File: config.mk
export PLATFORM = sky130hd
export DESIGN_NAME = decompress_top
export DESIGN_NICKNAME = d
export VERILOG_FILES = /design/src/common/decompress_pkg.sv /design/src/design/coeff_decompress.sv /design/src/design/decompress_ctrl.sv /design/src/design/decompress_top.sv /design/src/piso/coeff_piso.sv
export VERILOG_INCLUDE_DIRS = /design/src /design/src/common
export SDC_FILE = /design/constraint.sdc
export NUM_CORES = 1
export LEC_CHECK = 0
export BUFFER_PORTS_ARGS = -buffer_cell sky130_fd_sc_hd__buf_2
export CORE_MARGIN = 5
export CORE_UTILIZATION = 50
export DETAILED_ROUTE_END_ITERATION = 6
export PLACE_DENSITY = 0.77
export SYNTH_ARGS = -nofsm -noshare
export SYNTH_HDL_FRONTEND = slang
export SYNTH_HIERARCHICAL = 1
export SYNTH_SLANG_ARGS = --single-unit
export TNS_END_PERCENT = 30
File: constraint.sdc
create_clock -name clk -period 9 [get_ports clk]
set_clock_uncertainty 0.15 [all_clocks]
set_input_delay 1.35 -clock clk [delete_from_list [all_inputs] [get_ports clk]]
set_output_delay 1.35 -clock clk [all_outputs]
set_load 0.01 [all_outputs]
File: src/common/decompress_consts.svh
`ifndef DECOMPRESS_CONSTS_SVH
`define DECOMPRESS_CONSTS_SVH

// ML-KEM modulus and ring degree
`define MLKEM_Q 3329
`define MLKEM_N 256

// Coefficient width in the ring and in the destination memory word
`define Q_W 12
`define MEM_COEFF_W 24

// Coefficients handled per clock
`define COEFF_PER_CLK 4

// Memory address and source word widths
`define ADDR_W 15
`define SRC_W 64

// Repacking buffer, one source word plus the widest leftover
`define PISO_BUF_W 104

`endif

File: src/common/decompress_pkg.sv
`include "decompress_consts.svh"

package decompress_pkg;

    // Bits per coefficient in the packed source stream
    typedef enum logic [1:0] {
        MODE_D1  = 2'd0,
        MODE_D5  = 2'd1,
        MODE_D11 = 2'd2,
        MODE_D12 = 2'd3
    } decompress_mode_e;

    // Memory port operation
    typedef enum logic [1:0] {
        RW_IDLE  = 2'd0,
        RW_READ  = 2'd1,
        RW_WRITE = 2'd2
    } mem_rw_e;

    typedef struct packed {
        mem_rw_e                rw;
        logic [`ADDR_W-1:0]     addr;
    } mem_req_t;

    // Command is held stable by the requester while the engine runs
    typedef struct packed {
        decompress_mode_e       mode;
        logic [2:0]             num_poly;
        logic [`ADDR_W-1:0]     src_base;
        logic [`ADDR_W-1:0]     dest_base;
    } decompress_cmd_t;

    // Four coefficients per destination word, each zero padded to 24 bits
    typedef logic [`COEFF_PER_CLK-1:0][`MEM_COEFF_W-1:0] mem_wr_data_t;

    typedef logic [`SRC_W-1:0] src_word_t;

    // d for a given mode
    function automatic logic [3:0] mode_bits(decompress_mode_e mode);
        logic [3:0] d;
        unique case (mode)
            MODE_D1:  d = 4'd1;
            MODE_D5:  d = 4'd5;
            MODE_D11: d = 4'd11;
            default:  d = 4'd12;
        endcase
        return d;
    endfunction

endpackage

File: src/design/coeff_decompress.sv
`timescale 1ns/1ps

`include "decompress_consts.svh"

module coeff_decompress (
    input  logic [`Q_W-1:0]                     coeff_i,
    input  decompress_pkg::decompress_mode_e    mode_i,
    output logic [`Q_W-1:0]                     coeff_o
);

    // 4095 * 3329 plus rounding fits in 24 bits
    localparam int PROD_W = 2 * `Q_W;

    logic [3:0]        d_bits;
    logic [PROD_W-1:0] product;
    logic [PROD_W-1:0] rounded;
    logic [PROD_W-1:0] scaled;

    assign d_bits = decompress_pkg::mode_bits(mode_i);

    // (x * q + 2^(d-1)) >> d
    always_comb begin
        product = PROD_W'(coeff_i) * PROD_W'(`MLKEM_Q);
        rounded = product + (PROD_W'(1) << (d_bits - 4'd1));
        scaled  = rounded >> d_bits;
    end

    // d = 12 is plain byte decoding, value goes through as is
    always_comb begin
        if (mode_i == decompress_pkg::MODE_D12) begin
            coeff_o = coeff_i;
        end else begin
            coeff_o = scaled[`Q_W-1:0];
        end
    end

endmodule

File: src/design/decompress_ctrl.sv
`timescale 1ns/1ps

`include "decompress_consts.svh"

module decompress_ctrl (
    input  logic                clk,
    input  logic                reset_n,
    input  logic                zeroize_i,
    input  logic                enable_i,
    input  logic [2:0]          num_poly_i,
    input  logic [`ADDR_W-1:0]  dest_base_i,
    input  logic                wr_valid_i,
    output logic [`ADDR_W-1:0]  wr_addr_o,
    output logic                write_done_o
);

    // Up to 4 polynomials of 64 words each
    localparam int CNT_W = 9;

    logic [CNT_W-1:0] wr_cnt_q;
    logic [CNT_W-1:0] wr_total;
    logic             last_write;

    assign wr_total   = CNT_W'(num_poly_i) * CNT_W'(`MLKEM_N / `COEFF_PER_CLK);
    assign last_write = wr_valid_i && (wr_cnt_q + CNT_W'(1) == wr_total);

    always_ff @(posedge clk or negedge reset_n) begin
        if (!reset_n) begin
            wr_addr_o    <= '0;
            wr_cnt_q     <= '0;
            write_done_o <= 1'b0;
        end else if (zeroize_i) begin
            wr_addr_o    <= '0;
            wr_cnt_q     <= '0;
            write_done_o <= 1'b0;
        end else if (enable_i) begin
            wr_addr_o    <= dest_base_i;
            wr_cnt_q     <= '0;
            write_done_o <= 1'b0;
        end else begin
            // done lands one cycle after the final write
            write_done_o <= last_write;
            if (wr_valid_i) begin
                wr_addr_o <= wr_addr_o + `ADDR_W'(1);
                wr_cnt_q  <= wr_cnt_q + CNT_W'(1);
            end
        end
    end

    // The piso must not produce more chunks than the command asks for
    a_no_extra_write : assert property (
        @(posedge clk) disable iff (!reset_n || zeroize_i)
        wr_valid_i |-> (wr_cnt_q < wr_total)
    );

endmodule

File: src/design/decompress_top.sv
`timescale 1ns/1ps

`include "decompress_consts.svh"

module decompress_top (
    input  logic                            clk,
    input  logic                            reset_n,
    input  logic                            zeroize_i,

    input  logic                            enable_i,
    input  decompress_pkg::decompress_cmd_t cmd_i,

    output logic                            rd_en_o,
    output logic [`ADDR_W-1:0]              rd_addr_o,
    input  decompress_pkg::src_word_t       rd_data_i,

    output decompress_pkg::mem_req_t        wr_req_o,
    output decompress_pkg::mem_wr_data_t    wr_data_o,

    output logic                            done_o
);

    logic                                   busy_q;
    logic                                   rd_valid_q;
    logic                                   read_done;
    logic [3:0]                             d_bits;
    logic [`ADDR_W-1:0]                     rd_words;
    logic                                   piso_hold;
    logic                                   piso_valid;
    logic [`COEFF_PER_CLK*`Q_W-1:0]         piso_data;
    logic [`COEFF_PER_CLK-1:0][`Q_W-1:0]    coeff_in;
    logic [`COEFF_PER_CLK-1:0][`Q_W-1:0]    coeff_out;
    logic [`ADDR_W-1:0]                     wr_addr;
    logic                                   write_done;

    // Busy from the enable strobe until the completion pulse
    always_ff @(posedge clk or negedge reset_n) begin
        if (!reset_n) begin
            busy_q <= 1'b0;
        end else if (zeroize_i) begin
            busy_q <= 1'b0;
        end else if (enable_i) begin
            busy_q <= 1'b1;
        end else if (done_o) begin
            busy_q <= 1'b0;
        end
    end

    assign done_o = busy_q & write_done;

    // Source words per command: num_poly * 256 * d / 64
    assign d_bits   = decompress_pkg::mode_bits(cmd_i.mode);
    assign rd_words = `ADDR_W'(cmd_i.num_poly * d_bits * (`MLKEM_N / `SRC_W));

    assign read_done = (rd_addr_o == cmd_i.src_base + rd_words);
    assign rd_en_o   = busy_q & ~read_done & ~piso_hold;

    always_ff @(posedge clk or negedge reset_n) begin
        if (!reset_n) begin
            rd_addr_o <= '0;
        end else if (zeroize_i) begin
            rd_addr_o <= '0;
        end else if (enable_i) begin
            rd_addr_o <= cmd_i.src_base;
        end else if (rd_en_o) begin
            rd_addr_o <= rd_addr_o + `ADDR_W'(1);
        end
    end

    // Read data shows up one cycle after the request
    always_ff @(posedge clk or negedge reset_n) begin
        if (!reset_n) begin
            rd_valid_q <= 1'b0;
        end else if (zeroize_i) begin
            rd_valid_q <= 1'b0;
        end else begin
            rd_valid_q <= rd_en_o;
        end
    end

    coeff_piso u_coeff_piso (
        .clk       (clk),
        .reset_n   (reset_n),
        .zeroize_i (zeroize_i),
        .mode_i    (cmd_i.mode),
        .valid_i   (rd_valid_q),
        .data_i    (rd_data_i),
        .hold_o    (piso_hold),
        .valid_o   (piso_valid),
        .data_o    (piso_data)
    );

    // Split the chunk into four d-bit fields, LSB first
    always_comb begin
        for (int i = 0; i < `COEFF_PER_CLK; i++) begin
            unique case (cmd_i.mode)
                decompress_pkg::MODE_D1:  coeff_in[i] = `Q_W'(piso_data[i*1 +: 1]);
                decompress_pkg::MODE_D5:  coeff_in[i] = `Q_W'(piso_data[i*5 +: 5]);
                decompress_pkg::MODE_D11: coeff_in[i] = `Q_W'(piso_data[i*11 +: 11]);
                default:                  coeff_in[i] = piso_data[i*12 +: 12];
            endcase
        end
    end

    for (genvar g = 0; g < `COEFF_PER_CLK; g++) begin : g_coeff
        coeff_decompress u_coeff_decompress (
            .coeff_i (coeff_in[g]),
            .mode_i  (cmd_i.mode),
            .coeff_o (coeff_out[g])
        );

        // Upper half of the memory field is always zero
        assign wr_data_o[g] = {{(`MEM_COEFF_W - `Q_W){1'b0}}, coeff_out[g]};
    end

    decompress_ctrl u_decompress_ctrl (
        .clk          (clk),
        .reset_n      (reset_n),
        .zeroize_i    (zeroize_i),
        .enable_i     (enable_i),
        .num_poly_i   (cmd_i.num_poly),
        .dest_base_i  (cmd_i.dest_base),
        .wr_valid_i   (piso_valid),
        .wr_addr_o    (wr_addr),
        .write_done_o (write_done)
    );

    assign wr_req_o.rw   = piso_valid ? decompress_pkg::RW_WRITE : decompress_pkg::RW_IDLE;
    assign wr_req_o.addr = wr_addr;

    // Every read stays inside the source range of the current command
    a_read_in_range : assert property (
        @(posedge clk) disable iff (!reset_n || zeroize_i)
        rd_en_o |-> (`ADDR_W'(rd_addr_o - cmd_i.src_base) < rd_words)
    );

endmodule

File: src/piso/coeff_piso.sv
`timescale 1ns/1ps

`include "decompress_consts.svh"

module coeff_piso (
    input  logic                                clk,
    input  logic                                reset_n,
    input  logic                                zeroize_i,
    input  decompress_pkg::decompress_mode_e    mode_i,
    input  logic                                valid_i,
    input  decompress_pkg::src_word_t           data_i,
    output logic                                hold_o,
    output logic                                valid_o,
    output logic [`COEFF_PER_CLK*`Q_W-1:0]      data_o
);

    // Wide enough to show an overflow past the buffer width
    localparam int FILL_W = $clog2(`PISO_BUF_W + `SRC_W + 1);

    logic [`PISO_BUF_W-1:0] buf_q;
    logic [`PISO_BUF_W-1:0] buf_next;
    logic [FILL_W-1:0]      fill_q;
    logic [FILL_W-1:0]      fill_next;
    logic [FILL_W-1:0]      rate;
    logic [FILL_W-1:0]      base;
    logic [FILL_W-1:0]      residual;

    // Output chunk is 4*d bits: 4, 20, 44 or 48
    assign rate = FILL_W'(`COEFF_PER_CLK * decompress_pkg::mode_bits(mode_i));

    // Oldest bits sit at the bottom of the buffer
    assign valid_o = (fill_q >= rate);
    assign data_o  = buf_q[`COEFF_PER_CLK*`Q_W-1:0];

    always_comb begin
        // Drain first, then append the new word right above what is left
        if (valid_o) begin
            buf_next = buf_q >> rate;
            base     = fill_q - rate;
        end else begin
            buf_next = buf_q;
            base     = fill_q;
        end

        fill_next = base;
        if (valid_i) begin
            buf_next  = buf_next | (`PISO_BUF_W'(data_i) << base);
            fill_next = base + FILL_W'(`SRC_W);
        end
    end

    // A read issued now lands next cycle, after that cycle's own output
    always_comb begin
        if (fill_next >= rate) begin
            residual = fill_next - rate;
        end else begin
            residual = fill_next;
        end
        hold_o = (residual > FILL_W'(`PISO_BUF_W - `SRC_W));
    end

    // Bits above the fill level are kept at zero so appends can OR in
    always_ff @(posedge clk or negedge reset_n) begin
        if (!reset_n) begin
            buf_q  <= '0;
            fill_q <= '0;
        end else if (zeroize_i) begin
            buf_q  <= '0;
            fill_q <= '0;
        end else begin
            buf_q  <= buf_next;
            fill_q <= fill_next;
        end
    end

    // The top's read throttling must keep the buffer from overflowing
    a_fill_in_range : assert property (
        @(posedge clk) disable iff (!reset_n)
        fill_q <= FILL_W'(`PISO_BUF_W)
    );

endmodule

==> tab_implementation.tex <==
\begin{tabular}{lr}
\hline
Metric & Value \\
\hline
\multicolumn{2}{l}{\textbf{Route}} \\
\quad WL final & 83500 um \\
\quad Initial detailed-routing violation count & 3103 \\
\quad Routed via count divided by cell count & 6.39 \\
\quad Via count & 25500 \\
\quad Total DRC errors in the routed layout & 0 \\
\quad Router iterations before antenna repair & 6 \\
\quad Count of antenna-violating nets left after detailed routing & 0 \\
\quad Wire length per cell & 20.9 um \\
\multicolumn{2}{l}{\textbf{Synth}} \\
\quad Portion of the post-synthesis area used by sequential elements & 13.9\% \\
\quad Async S/R FF share, synth & 100\% \\
\quad Number of enable-type register cells in the synthesized netlist & 0 \\
\quad Proportion of synthesized area in mux cells & 12.5\% \\
\quad Synth top area share & 18.6\% \\
\quad Warnings from Yosys & 6 \\
\quad Synth area leaders & ha\_1, dfrtp\_1, mux4\_2, fa\_1, mux2i\_1 \\
\quad Primary FF master, synth & dfrtp\_1 \\
\quad Cell type with the highest aggregate area in the netlist & ha\_1 \\
\quad Synth cell types & 116 \\
\quad Average cell area after synthesis & 8.54 um\^{}2 \\
\quad Top cell types by occurrence after synthesis & ha\_1, nand2\_1, inv\_1 \\
\quad Flip-flop and latch count after synthesis & 152 \\
\quad Xor/xnor cell area share of the yosys netlist & 3.60\% \\
\quad Complex-gate fraction of the synthesized area & 20.6\% \\
\quad Adder and majority cell fraction of the synthesized area & 24.3\% \\
\quad Dominant combinational cell family by area after synthesis & adder cells \\
\quad Cell count after synthesis & 3216 \\
\quad Post-synthesis share of cell area spent on and, or, nand and nor gates & 15.7\% \\
\quad Library cell with the highest instance count after synthesis & ha\_1 \\
\quad Total standard cell area after synthesis & 27500 um\^{}2 \\
\multicolumn{2}{l}{\textbf{Worst setup path}} \\
\quad Crit. End Element & output pin \\
\quad Required @ worst endpoint & 7.50 ns \\
\quad Worst-path fanout max & 56 \\
\quad Worst Path Arrival & 6.90 ns \\
\quad Launching element type of the critical path & input port \\
\quad Category of the most critical setup path & in -> out \\
\multicolumn{2}{l}{\textbf{GRT}} \\
\quad Number of global-route vias before repair & 24000 \\
\quad Antenna violations before repair & 0 \\
\quad First-pass GRT wire length & 131000 um \\
\quad Global route overflow & 0 \\
\quad Total routing resource utilization after global routing & 26.7\% \\
\quad Pin count of the biggest net entering global routing & 98 \\
\multicolumn{2}{l}{\textbf{Pwr}} \\
\quad Share of power burned in registers & 12.0\% \\
\quad Power density of the placed cells & 305 nW/um\^{}2 \\
\quad Int Power & 3710 uW \\
\quad Net switching fraction of the power & 58.1\% \\
\quad Clk pwr share & 8.1\% \\
\quad Switching power of the nets & 5140 uW \\
\quad Combinational power share & 79.9\% \\
\quad LEAKAGE & 0.0144 uW \\
\quad Worst supply voltage drop on vdd & 0.000337 V \\
\multicolumn{2}{l}{\textbf{Clock tree}} \\
\quad Post-cts resize count & 0 \\
\quad CTS clock-pin slew for the worst setup and hold paths & 0.06 ns \\
\quad Clk\_lat worst skew & 0.45 ns \\
\quad Post-CTS Hold Fix Bufs & 0 \\
\quad TritonCTS clock tree & built \\
\quad Number of buffers created by CTS & 17 \\
\quad Maximum buffer depth of the clock tree & 2 \\
\quad Post-CTS repair timing setup buffer count & 0 \\
\quad H-tree depth & 4 \\
\quad Number of sinks on the clock net & 152 \\
\quad Clock root buffer & clkbuf\_16 \\
\multicolumn{2}{l}{\textbf{Run}} \\
\quad Max cap viols & 0 \\
\multicolumn{2}{l}{\textbf{Finish}} \\
\quad Synthesis-to-finish area growth & 5.89\% \\
\quad Fraction of final layout cells with drive strength greater than 1 & 14.1\% \\
\quad Post-layout instance count excluding filler cells & 3998 \\
\quad Final core utilization & 53.1\% \\
\quad Number of fillers in the final layout & 4981 \\
\quad Nets & 3871 \\
\quad Final antenna diode count & 0 \\
\multicolumn{2}{l}{\textbf{Die}} \\
\quad Area of the die & 59700 um\^{}2 \\
\quad Cell row count & 86 \\
\quad Initial core utilization & 50.1\% \\
\quad Y dimension of the die & 244 um \\
\quad Die width & 244 um \\
\quad Core footprint & 54800 um\^{}2 \\
\quad Boundary Pins & 233 \\
\multicolumn{2}{l}{\textbf{Worst hold path}} \\
\quad Class of the most critical hold timing path & reg -> reg \\
\multicolumn{2}{l}{\textbf{Timing}} \\
\quad Final min period & 8.40 ns \\
\quad Remaining max-slew budget at the tightest pin & 4.70\% \\
\quad Setup violators final & 0 \\
\quad Hold violation total from the final report & 0 \\
\quad Sum Neg Setup Slack & 0 ns \\
\quad Count of final max-slew check failures & 0 \\
\quad Tcrit/Tclk final & 93.3\% \\
\quad Max frequency & 119 MHz \\
\quad Worst-case hold slack & 0.389 ns \\
\quad Worst Tran Pin Value & 1.42 ns \\
\quad Fin worst setup slack & 0.601 ns \\
\quad RSZ-0062 raised after global routing & no \\
\multicolumn{2}{l}{\textbf{Placement}} \\
\quad Number of placed instances, taps included & 3966 \\
\quad Routability Congestion & 0.995 \\
\quad Number of buffers inserted by port buffering & 183 \\
\quad Detail Placement HPWL & 64000 um \\
\quad Setup Slack @ Placement & 0.623 ns \\
\multicolumn{2}{l}{\textbf{Status}} \\
\quad Outcome & complete, no violations \\
\hline
\end{tabular}
worst max-delay path: stages:
cell	delay, ns
clkbuf_8	0.30
buf_4	0.33
mux4_2	0.67
ha_1	0.26
fa_1	0.44
ha_1	0.28
inv_1	0.05
fa_1	0.52
inv_1	0.05
fa_1	0.48
ha_1	0.44
nand4_1	0.17
or4_1	0.54
o22ai_1	0.18
mux2_2	0.36
a221oi_1	0.25
buf_2	0.18
power by group through the flow:
stage               logic [uW]  registers, uW  clock network, uW
detailed placement        6780           1060                  0
finish                    7070           1070                717
CTS                       6820           1050                719
global route              7560           1080                742
global placement          6710           1060                  0
floorplan                 5060            941                  0
sequential cells by signal (all words and copies together) (netlist names):
| signal | count |
|---|---|
| rd_valid_q | 1 |
| u_decompress_ctrl/wr_cnt_q | 9 |
| u_decompress_ctrl/wr_addr_o | 15 |
| u_decompress_ctrl/write_done_o | 1 |
| u_coeff_piso/fill_q | 6 |
| rd_addr_o | 15 |
| busy_q | 1 |
| u_coeff_piso/buf_q | 104 |
routing by layer:
metal | global-route usage [%] | share of wire [%] | vias to the layer above
li1 | - | - | 11800
met1 | 37.1 | 42 | 12100
met2 | 42.4 | 45 | 1464
met3 | 5.20 | 11 | 189
met4 | 8.23 | 3.0 | 0
met5 | 0 | 0 | -
kinds of logic after synthesis:
kind of cell               Yosys count
AOI/OAI and AO/OA                  804
xor gates and xnor gates           112
adders and majority gates          487
buffers and inverters              551
DFF                                152
muxes                              224
other                                9
and+or+nand+nor                    877
layout make-up:
type / count / area [um^2] / area share [%]
timing repair buffer: 237 / 1350 / 4.64
tap: 704 / 881 / 3.03
sequential: 152 / 3800 / 13.1
clock buffer: 21 / 480 / 1.65
multi-input combinational: 2601 / 21400 / 73.7
clock inverter: 11 / 97.6 / 0.336
inverter: 272 / 1020 / 3.52
cell usage in the layout (no fill, tap or decap), types with 29 or more instances in the layout:
master	count
buf_2	179
a21oi_1	183
nor2b_1	41
nor3_1	63
ha_1	409
buf_4	55
fa_1	78
nand4_1	36
nand3_1	110
xnor2_1	61
nor2_1	181
inv_1	262
o22ai_1	34
conb_1	97
and2_1	47
and3_1	40
dfrtp_1	152
mux2_2	29
nand2_1	265
mux4_2	90
a31oi_1	59
mux2i_1	102
o211ai_1	30
a21o_1	56
a211oi_1	39
xor2_1	50
o21ai_0	117
final timing paths:
check,startpoint,endpoint,slack [ns],depth (start not counted)
setup / recovery,cmd_i[34],wr_data_o[34],0.60,17
hold / removal,u_decompress_ctrl/write_done_o$_DFF_PN0_,busy_q$_DFFE_PN0P_,0.39,2
setup reg to reg,u_coeff_piso/fill_q[2]$_DFF_PN0_,rd_addr_o[8]$_DFFE_PN0P_,3.03,21
hold reg to reg,u_decompress_ctrl/write_done_o$_DFF_PN0_,busy_q$_DFFE_PN0P_,0.39,2
max in group asynchronous,reset_n,u_coeff_piso/buf_q[45]$_DFF_PN0_,6.48,2
min in group asynchronous,reset_n,u_decompress_ctrl/wr_addr_o[14]$_DFFE_PN0P_,0.83,1
through the flow:
| step | cell area [um^2] | total power, uW |
|---|---|---|
| floorplan | 27800 | 6000 |
| global placement | 28500 | 7770 |
| detailed placement | 28500 | 7850 |
| CTS | 29100 | 8590 |
| global route | 29100 | 9380 |
| finish | 29100 | 8860 |
(Power assumes the default switching activity.)
